$ cat src/cpuPipePkg.sv
//////////////////////////////////////////////////
// Pipeline widths and forwarding mux codes
//////////////////////////////////////////////////
package cpuPipePkg;

  localparam int dataWidth    = 16;   // Registers, addresses, memory words
  localparam int regAddrWidth = 4;

  // Operand source in execute
  localparam logic [1:0] fwdReg = 2'd0;   // Value read in decode
  localparam logic [1:0] fwdMem = 2'd1;   // Result in memory stage
  localparam logic [1:0] fwdWb  = 2'd2;   // Result in write-back

endpackage

$ cat src/registerFile.sv
`timescale 1ns/1ps
//////////////////////////////////////////////////
// Sixteen-entry register file, two reads, one write
// Same-cycle write is visible on the read ports
//////////////////////////////////////////////////
module registerFile import cpuPipePkg::*; (
  input  logic                    clk,
  input  logic                    reset,
  input  logic [regAddrWidth-1:0] srcReg1,
  input  logic [regAddrWidth-1:0] srcReg2,
  input  logic [regAddrWidth-1:0] dstReg,
  input  logic                    writeReg,
  input  logic [dataWidth-1:0]    dstData,
  output logic [dataWidth-1:0]    srcData1,
  output logic [dataWidth-1:0]    srcData2
);

  logic [dataWidth-1:0] regs [2**regAddrWidth];

  always_ff @(posedge clk) begin
    if (reset) begin
      for (int i = 0; i < 2**regAddrWidth; i++) begin
        regs[i] <= '0;
      end
    end else if (writeReg && dstReg != '0) begin   // R0 never written
      regs[dstReg] <= dstData;
    end
  end

  // R0 reads zero, then write-back bypass
  assign srcData1 = (srcReg1 == '0) ? '0 :
                    (writeReg && dstReg == srcReg1) ? dstData : regs[srcReg1];
  assign srcData2 = (srcReg2 == '0) ? '0 :
                    (writeReg && dstReg == srcReg2) ? dstData : regs[srcReg2];

endmodule

$ cat config.mk
export PLATFORM = sky130hd
export DESIGN_NAME = registerFile
export DESIGN_NICKNAME = d
export VERILOG_FILES = /design/src/cpuPipePkg.sv /design/src/registerFile.sv
export SDC_FILE = /design/constraint.sdc
export NUM_CORES = 1
export LEC_CHECK = 0
export BUFFER_PORTS_ARGS = -buffer_cell sky130_fd_sc_hd__buf_2
export CORE_MARGIN = 3
export CORE_UTILIZATION = 45
export CTS_CLUSTER_DIAMETER = 200
export DETAILED_ROUTE_END_ITERATION = 12
export PLACE_DENSITY_LB_ADDON = 0.1
export SYNTH_ARGS = -nofsm -noshare
export SYNTH_HDL_FRONTEND = slang
export SYNTH_SLANG_ARGS = --single-unit
$ cat constraint.sdc
create_clock -name clk -period 1.4 [get_ports clk]
set_input_delay 0.07 -clock clk [delete_from_list [all_inputs] [get_ports clk]]
set_output_delay 0.07 -clock clk [all_outputs]
set_load 0.1 [all_outputs]
After elaboration in Yosys (flattened, before gate mapping):

Memories as Yosys holds them, arrays and structs flattened.
Index checks and enable logic that the tools add are counted.

* bits in registers: 0
* latch bits: 0
* RAM bits: 256
* memory bits (read-only): 0
* input bits: 31
* output and inout bits: 32
* word-level logic and storage cells: 22
* memories kept: 1

* add/subtract/negate cells: 0
* multipliers: 0
* div/mod/pow operators: 0
* $lt $le $gt $ge: 0
* eq/ne operators: 2
* shifts and indexed selects: 0
* multiplexer cells: 12
* bitwise operators: 0
* reductions and logical operators: 7

Memory list
* regs: depth 16, bits a word 16, read ports 2, clocked after Yosys merged registers in 0, wr ports 16, RTL line registerFile.sv:18 `logic [dataWidth-1:0] regs [2**regAddrWidth];`

Operators with widths (number)
* $mux W16: 5
* $reduce_or A16 Y1: 1
* $eq A4 B4 Y1: 2
* $logic_not A4 Y1: 2
* $mux W1: 6
* $mux W4: 1
* $reduce_bool A4 Y1: 1
* $logic_and A1 B1 Y1: 3

Depth between registers and ports, before layout:

Gate-level depths: netlist of the first run.

* depth after elaboration: 7
* mapped depth: 8

Least setup slack after synthesis of the first run:

No wires, ideal clock.

* path kind: input to output
* start point: input srcReg1[1]
* end point: output srcData1[5]
* data arrival time: 2.764 ns
* required time: 1.330 ns
* slack: -1.434 ns
* cell stages on the path: 7
* path buffers: 3
* cell sequence: buf_2 -> or3b_1 -> clkbuf_1 -> buf_2 -> o22ai_1 -> a211oi_1 -> a31oi_1

* cells in the longest elaborated chain, start to end: 4
* elaborated cells between the ends (all ways): 6
* classes of those cells: 1 x eq/ne; 2 x mux; 2 x reduce/logical; 1 x memory

Ends and longest elaborated chain
* from (decl): RTL line registerFile.sv:9 `input logic [regAddrWidth-1:0] srcReg1,`
* parallel branches: the longest is 3 deep, another holds $mem_v2 Z16 W16
* $mux W16 (*): RTL line registerFile.sv:31 `assign srcData1 = (srcReg1 == '0) ? '0 :`
* to (decl): RTL line registerFile.sv:14 `output logic [dataWidth-1:0] srcData1,`

Every way passes the cells marked *.

==> qor.tcl, run 1 <==
set qor(cts-htree-levels) 1
set qor(start_util) 0.459
set qor(timing_worst_slew_pin_value_ns) 0.506
set qor(top_ff_cell_synth) {sky130_fd_sc_hd__edfxtp_1}
set qor(timing.hold.ws_ns) 0.0419
set qor(vdd_ir_drop_max_v) 0.000928
set qor(synthDistinctLibCells) 29
set qor(crit_path_start_kind) {flop}
set qor(synth-seq-area-share) 0.545
set qor(average_cell_area_after_synthesis_um2) 13.5
set qor(io_pins) 63
set qor(fmaxAchievable_mhz) 424
set qor(wl_mm) 41.4
set qor(place_hpwl_mm) 31.2
set qor(gpl.final_weighted_congestion) 0.916
set qor(slew_headroom) 0.661
set qor(clock_sink_count) 256
set qor(post_synthesis_cell_area_um2) 14100
set qor(run_status) {complete, but fails checks}
set qor(synthToLayoutAreaGrowth_pct) 31.2
set qor(synthesis.instances) 1047
set qor(cp_data_arrival_time_ns) 2.29
set qor(slew_viol_final) 0
set qor(holdPathStages) 2
set qor(total_setup_violations_reported_at_the_end_of_the_flow) 32
set qor(synthArstFlopShare) 0
set qor(buffer_ports.inserted) 62
set qor(cts_post_setup_buffers_inserted) 0
set qor(floorplan.die.width_um) 183
set qor(grt_first_pass_wirelength_mm) 62.6
set qor(criticalPathCategory) {reg2out}
set qor(ys_seq_elements) 256
set qor(synth.top_cell.area_share) 0.545
set qor(synth-edff-count) 256
set qor(worstPathRequired_ns) 1.33
set qor(dieArea_um2) 33500
set qor(antenna_found_initial) 0
set qor(worstHoldPathType) {in2reg}
set qor(largest_regs) {regs: 256 flops}
set qor(yosys_warnings) 0
set qor(antenna_cells) 0
set qor(violations_in_the_final_reports) {setup timing}
set qor(drive_above_1_share) 0.369
set qor(cts_root_buffer) {sky130_fd_sc_hd__clkbuf_16}
set qor(largest_register_ffs) 256
set qor(fin_total_pwr_mw) 21.2
set qor(first_iter_violations) 608
set qor(leakagePower_nw) 6.84
set qor(layout_setup_ws_ns) -0.960
set qor(viasPerCell) 5.79
set qor(placement_rows) 64
set qor(count_leader_synth) {sky130_fd_sc_hd__edfxtp_1}
set qor(clock_tree.buffer_depth) 3
set qor(grt_usage) 0.250
set qor(min_period_ns) 2.36
set qor(post_synth_main_area_contributors) {sky130_fd_sc_hd__edfxtp_1 (55%), sky130_fd_sc_hd__and2_1 (11%), sky130_fd_sc_hd__mux4_2 (10%)}
set qor(avgRoutedWirePerCell_um) 25.3
set qor(total_vias_in_the_final_route) 9476
set qor(registers.top_by_ff_count) {regs}
set qor(largest_net_degree_at_the_start_of_global_routing) 34
set qor(clk_pin_slew_ns) 0.06
set qor(synth_largest_area_cell) {sky130_fd_sc_hd__edfxtp_1}
set qor(tritoncts) {yes}
set qor(maximum_capacitance_violations) 0
set qor(drt_first_pass_iters) 5
set qor(grt_pass1_vias) 9719
set qor(grt-ovfl-total) 0
set qor(dieHeight_um) 183
set qor(finalCritPeriodShare) 1.69
set qor(drcViolationCount) 0
set qor(cts_buffers) 28
set qor(rsz0062_at_grt) {yes}
set qor(synth_top_cells_by_count) {sky130_fd_sc_hd__edfxtp_1 (256), sky130_fd_sc_hd__and2_1 (240), sky130_fd_sc_hd__mux2i_1 (128)}
set qor(core_area_um2) 30700
set qor(crit_path_max_fanout) 2
set qor(cp_capture_type) {output pin}
set qor(cellPowerDensity_nw_per_um2) 1140
set qor(drt.antenna.violating_nets) 0
set qor(finalNetCount) 1251
set qor(hold_viol) 0
logic make-up (layout without fill, tap and decap cells):
logic type / after synthesis / count (layout) / share of synthesized area
and+or+nand+nor: 327 / 327 / 0.141
DFF: 256 / 256 / 0.545
muxes: 194 / 194 / 0.195
AOI/OAI and AO/OA: 160 / 160 / 0.0765
buffers and inverters: 101 / 279 / 0.0378
xor gates and xnor gates: 8 / 8 / 0.00497
other: 1 / 16 / 0.000266
worst max-delay path, stage by stage, from the launching register on:
cell and delay [ns]:
sky130_fd_sc_hd__edfxtp_1 0.42, sky130_fd_sc_hd__mux4_2 0.48, sky130_fd_sc_hd__mux2_4 0.29, sky130_fd_sc_hd__a211oi_4 0.25, sky130_fd_sc_hd__a21oi_4 0.12, sky130_fd_sc_hd__buf_12 0.19
worst paths after layout:
kind,from,end
worst max-delay path,regs[15][14]$_SDFFCE_PN0P_,srcData1[14]
worst min-delay path,dstData[9],regs[8][9]$_SDFFCE_PN0P_
power by group:
part / leakage, nW / internal (mW) / switching, mW
clock: 0.430 / 4.02 / 2.98
combinational: 3.97 / 2.09 / 2.98
sequential: 2.45 / 8.89 / 0.225
total: 6.84 / 15.0 / 6.18
per-stage QoR:
step	worst slack [ns]	utilization	setup TNS, ns	cell area, µm²	instances
3_5_place_dp	-0.541	0.564	-70.86	17300	1582
2_1_floorplan	-0.361	-	-10.66	15200	1062
5_1_grt	-1.02	0.602	-25.79	18500	1636
3_3_place_gp	-0.532	0.564	-58.87	17300	1582
6_report	-0.960	0.602	-23.78	18500	1636
4_1_cts	-0.977	0.599	-24.41	18400	1636
what timing repair did:
item | in CTS | in global routing
pin swaps | 36 | 0
setup endpoints to repair | 32 | 32
resized for setup | 42 | 11
hold endpoints to repair | 17 | 0
hold buffers | 4 | 0
cells in the final DEF, fill, tap and decap left out, types with 17 or more instances in the layout:
cell                        count
sky130_fd_sc_hd__buf_12        66
sky130_fd_sc_hd__o22ai_1       32
sky130_fd_sc_hd__mux2i_1      128
sky130_fd_sc_hd__buf_2         28
sky130_fd_sc_hd__clkbuf_16     28
sky130_fd_sc_hd__edfxtp_1     256
sky130_fd_sc_hd__nand3_1       31
sky130_fd_sc_hd__a31oi_4       30
sky130_fd_sc_hd__buf_4        131
sky130_fd_sc_hd__o31ai_1       32
sky130_fd_sc_hd__o22ai_2       32
sky130_fd_sc_hd__mux4_2        64
sky130_fd_sc_hd__and2_1       240
sky130_fd_sc_hd__a211oi_2      17
metal layers:
layer,GRT usage,vias to the layer above,wire [µm]
li1,-,4357,-
met1,0.358,4841,18400
met5,0,-,0
met2,0.411,236,20000
met3,0.0434,42,2410
met4,0.0445,0,633
cell type report:
cell class,instances,area [µm²]
Timing Repair Buffer,229,2480
Clock inverter,18,148
Clock buffer,32,716
Sequential cell,256,7690
Multi-Input combinational cell,705,6970
Fill cell,2424,12200
Tap cell,396,495
(Power assumes the default switching activity.)
==> run 2, diff against run 1 <==
--- a/config.mk
+++ b/config.mk
@@ -6,8 +6,9 @@
 export NUM_CORES = 1
 export LEC_CHECK = 0
 export BUFFER_PORTS_ARGS = -buffer_cell sky130_fd_sc_hd__buf_2
-export CORE_MARGIN = 3
-export CORE_UTILIZATION = 45
+export CORE_ASPECT_RATIO = 0.6
+export CORE_MARGIN = 4
+export CORE_UTILIZATION = 56
 export CTS_CLUSTER_DIAMETER = 200
 export DETAILED_ROUTE_END_ITERATION = 12
 export PLACE_DENSITY_LB_ADDON = 0.1
==> qor.tcl, run 2 (same netlist as run 1, synthesis figures left out) <==
set qor(run_status) {complete, but fails checks}
set qor(violations_in_the_final_reports) {setup timing}
set qor(pre_cts_ws_ns) -0.590
set qor(total_setup_violations_reported_at_the_end_of_the_flow) 32
set qor(holdPathStages) 2
set qor(crit_path_max_fanout) 2
set qor(drt.antenna.violating_nets) 0
set qor(slew_headroom) 0.643
set qor(place_hpwl_mm) 30.9
set qor(criticalPathCategory) {reg2out}
set qor(clk_pin_slew_ns) 0.07
set qor(largest_register_ffs) 256
set qor(largest_regs) {regs: 256 flops}
set qor(antenna_found_initial) 0
set qor(dieHeight_um) 131
set qor(cts_buffers) 25
set qor(drive_above_1_share) 0.367
set qor(hold_viol) 0
set qor(grt-ovfl-total) 0
set qor(layout_setup_ws_ns) -0.960
set qor(crit_path_start_kind) {flop}
set qor(cellPowerDensity_nw_per_um2) 1160
set qor(placement_rows) 44
set qor(postLayoutCoreUtil) 0.755
set qor(worstHoldPathType) {in2reg}
set qor(largest_net_degree_at_the_start_of_global_routing) 32
set qor(multi_input_area_um2) 7000
set qor(avgRoutedWirePerCell_um) 27.8
set qor(timing.hold.worst_endpoint) {regs[6][5]$_SDFFCE_PN0P_}
set qor(fillCellCount) 1521
set qor(start_util) 0.576
set qor(registers.top_by_ff_count) {regs}
set qor(leakagePower_nw) 6.85
set qor(io_pins) 63
set qor(grt_pass1_vias) 10300
set qor(wl_mm) 43.1
set qor(gpl.final_weighted_congestion) 0.939
set qor(maximum_capacitance_violations) 0
set qor(grt_first_pass_wirelength_mm) 64.5
set qor(slew_viol_final) 0
set qor(rsz0062_at_grt) {yes}
set qor(timing.hold.ws_ns) 0.0509
set qor(antenna_cells) 0
set qor(total_vias_in_the_final_route) 10200
set qor(drcViolationCount) 0
set qor(first_iter_violations) 1280
set qor(mostFrequentLayoutCells) {sky130_fd_sc_hd__edfxtp_1 (256), sky130_fd_sc_hd__and2_1 (240), sky130_fd_sc_hd__mux2i_1 (128)}
set qor(crit_path_cell_trace) {mux4_2 -> mux2_4 -> a211oi_4 -> a21oi_4 -> buf_12}
set qor(min_period_ns) 2.36
set qor(fmaxAchievable_mhz) 424
set qor(finalInstanceArea_um2) 18500
set qor(worstPathRequired_ns) 1.33
set qor(clock_sink_count) 256
set qor(cts_post_setup_buffers_inserted) 0
set qor(core_area_um2) 24500
set qor(viasPerCell) 6.55
set qor(fin_total_pwr_mw) 21.5
set qor(total_cell_area_at_the_placement_stage_um2) 17400
set qor(cp_capture_type) {output pin}
set qor(cts-htree-levels) 1
set qor(cts_root_buffer) {sky130_fd_sc_hd__clkbuf_16}
set qor(grt_usage) 0.315
set qor(finalCritPeriodShare) 1.69
set qor(cp_data_arrival_time_ns) 2.29
set qor(timing_worst_slew_pin_value_ns) 0.531
set qor(drt_first_pass_iters) 5
set qor(layout.cells.most_common) {sky130_fd_sc_hd__edfxtp_1}
set qor(max_stage_delay_ns) 0.47
set qor(floorplan.die.width_um) 213
set qor(clock_tree.buffer_depth) 3
set qor(tritoncts) {yes}
set qor(finalNetCount) 1241
set qor(critical-path-slowest-cell) {sky130_fd_sc_hd__mux4_2}
set qor(dieArea_um2) 27900
set qor(final-seq-area_um2) 7690
set qor(hp-start) {dstData[5]}
set qor(synthToLayoutAreaGrowth_pct) 31.1
set qor(vdd_ir_drop_max_v) 0.00102
set qor(buffer_ports.inserted) 62
-- run 2: worst max-delay path by stage --
| stage | startpoint | to | slack [ns] | depth (start not counted) |
|---|---|---|---|---|
| 2_1_floorplan | srcReg1[2] | srcData1[10] | -0.36 | 7 |
| 3_3_place_gp | srcReg1[0] | srcData1[2] | -0.55 | 6 |
| 3_5_place_dp | srcReg1[1] | srcData1[2] | -0.59 | 8 |
| 4_1_cts | regs[14][14]$_SDFFCE_PN0P_ | srcData2[14] | -0.95 | 5 |
| 5_1_grt | regs[13][14]$_SDFFCE_PN0P_ | srcData1[14] | -0.99 | 5 |
| 6_report | regs[8][14]$_SDFFCE_PN0P_ | srcData2[14] | -0.96 | 5 |
-- run 2: area by class of cell --
class / count / area share
Timing Repair Buffer: 222 / 0.137
Tap cell: 322 / 0.0218
Clock buffer: 30 / 0.0348
Sequential cell: 256 / 0.416
Clock inverter: 16 / 0.0122
Multi-Input combinational cell: 705 / 0.378
-- run 2: metal layers --
layer | up-vias | track usage | wire length, µm
met5 | - | 0 | 0
met4 | 0 | 0.108 | 1660
met3 | 113 | 0.0565 | 4070
met2 | 579 | 0.480 | 19200
met1 | 5128 | 0.465 | 18200
li1 | 4340 | - | -
-- run 2: power breakdown --
group / switching (mW) / internal, mW
registers: 0.264 / 8.89
clock network: 3.05 / 4.25
logic: 2.96 / 2.09
-- run 2: repair_timing --
item | 4_1_cts | 5_1_grt
endpoints found under the setup margin | 32 | 32
resized for setup | 28 | 4
pin swaps | 44 | 0
hold buffers | 5 | 0
endpoints found under the hold margin | 20 | 0
-- run 2: through the flow --
step,instances,TNS (ns)
final,1551,-24.41
after global routing,1551,-25.96
after CTS,1551,-24.31
after detailed placement,1500,-41.33
after global placement,1500,-36.85
after floorplan,1062,-10.66
-- run 2: critical path: cells and delay by family (launching register included) --
kind	cells	cell delay, ns
AO/OA/AOI/OAI	2	0.36
multiplexers	2	0.79
flip-flops	1	0.41
buffers and inverters	1	0.18
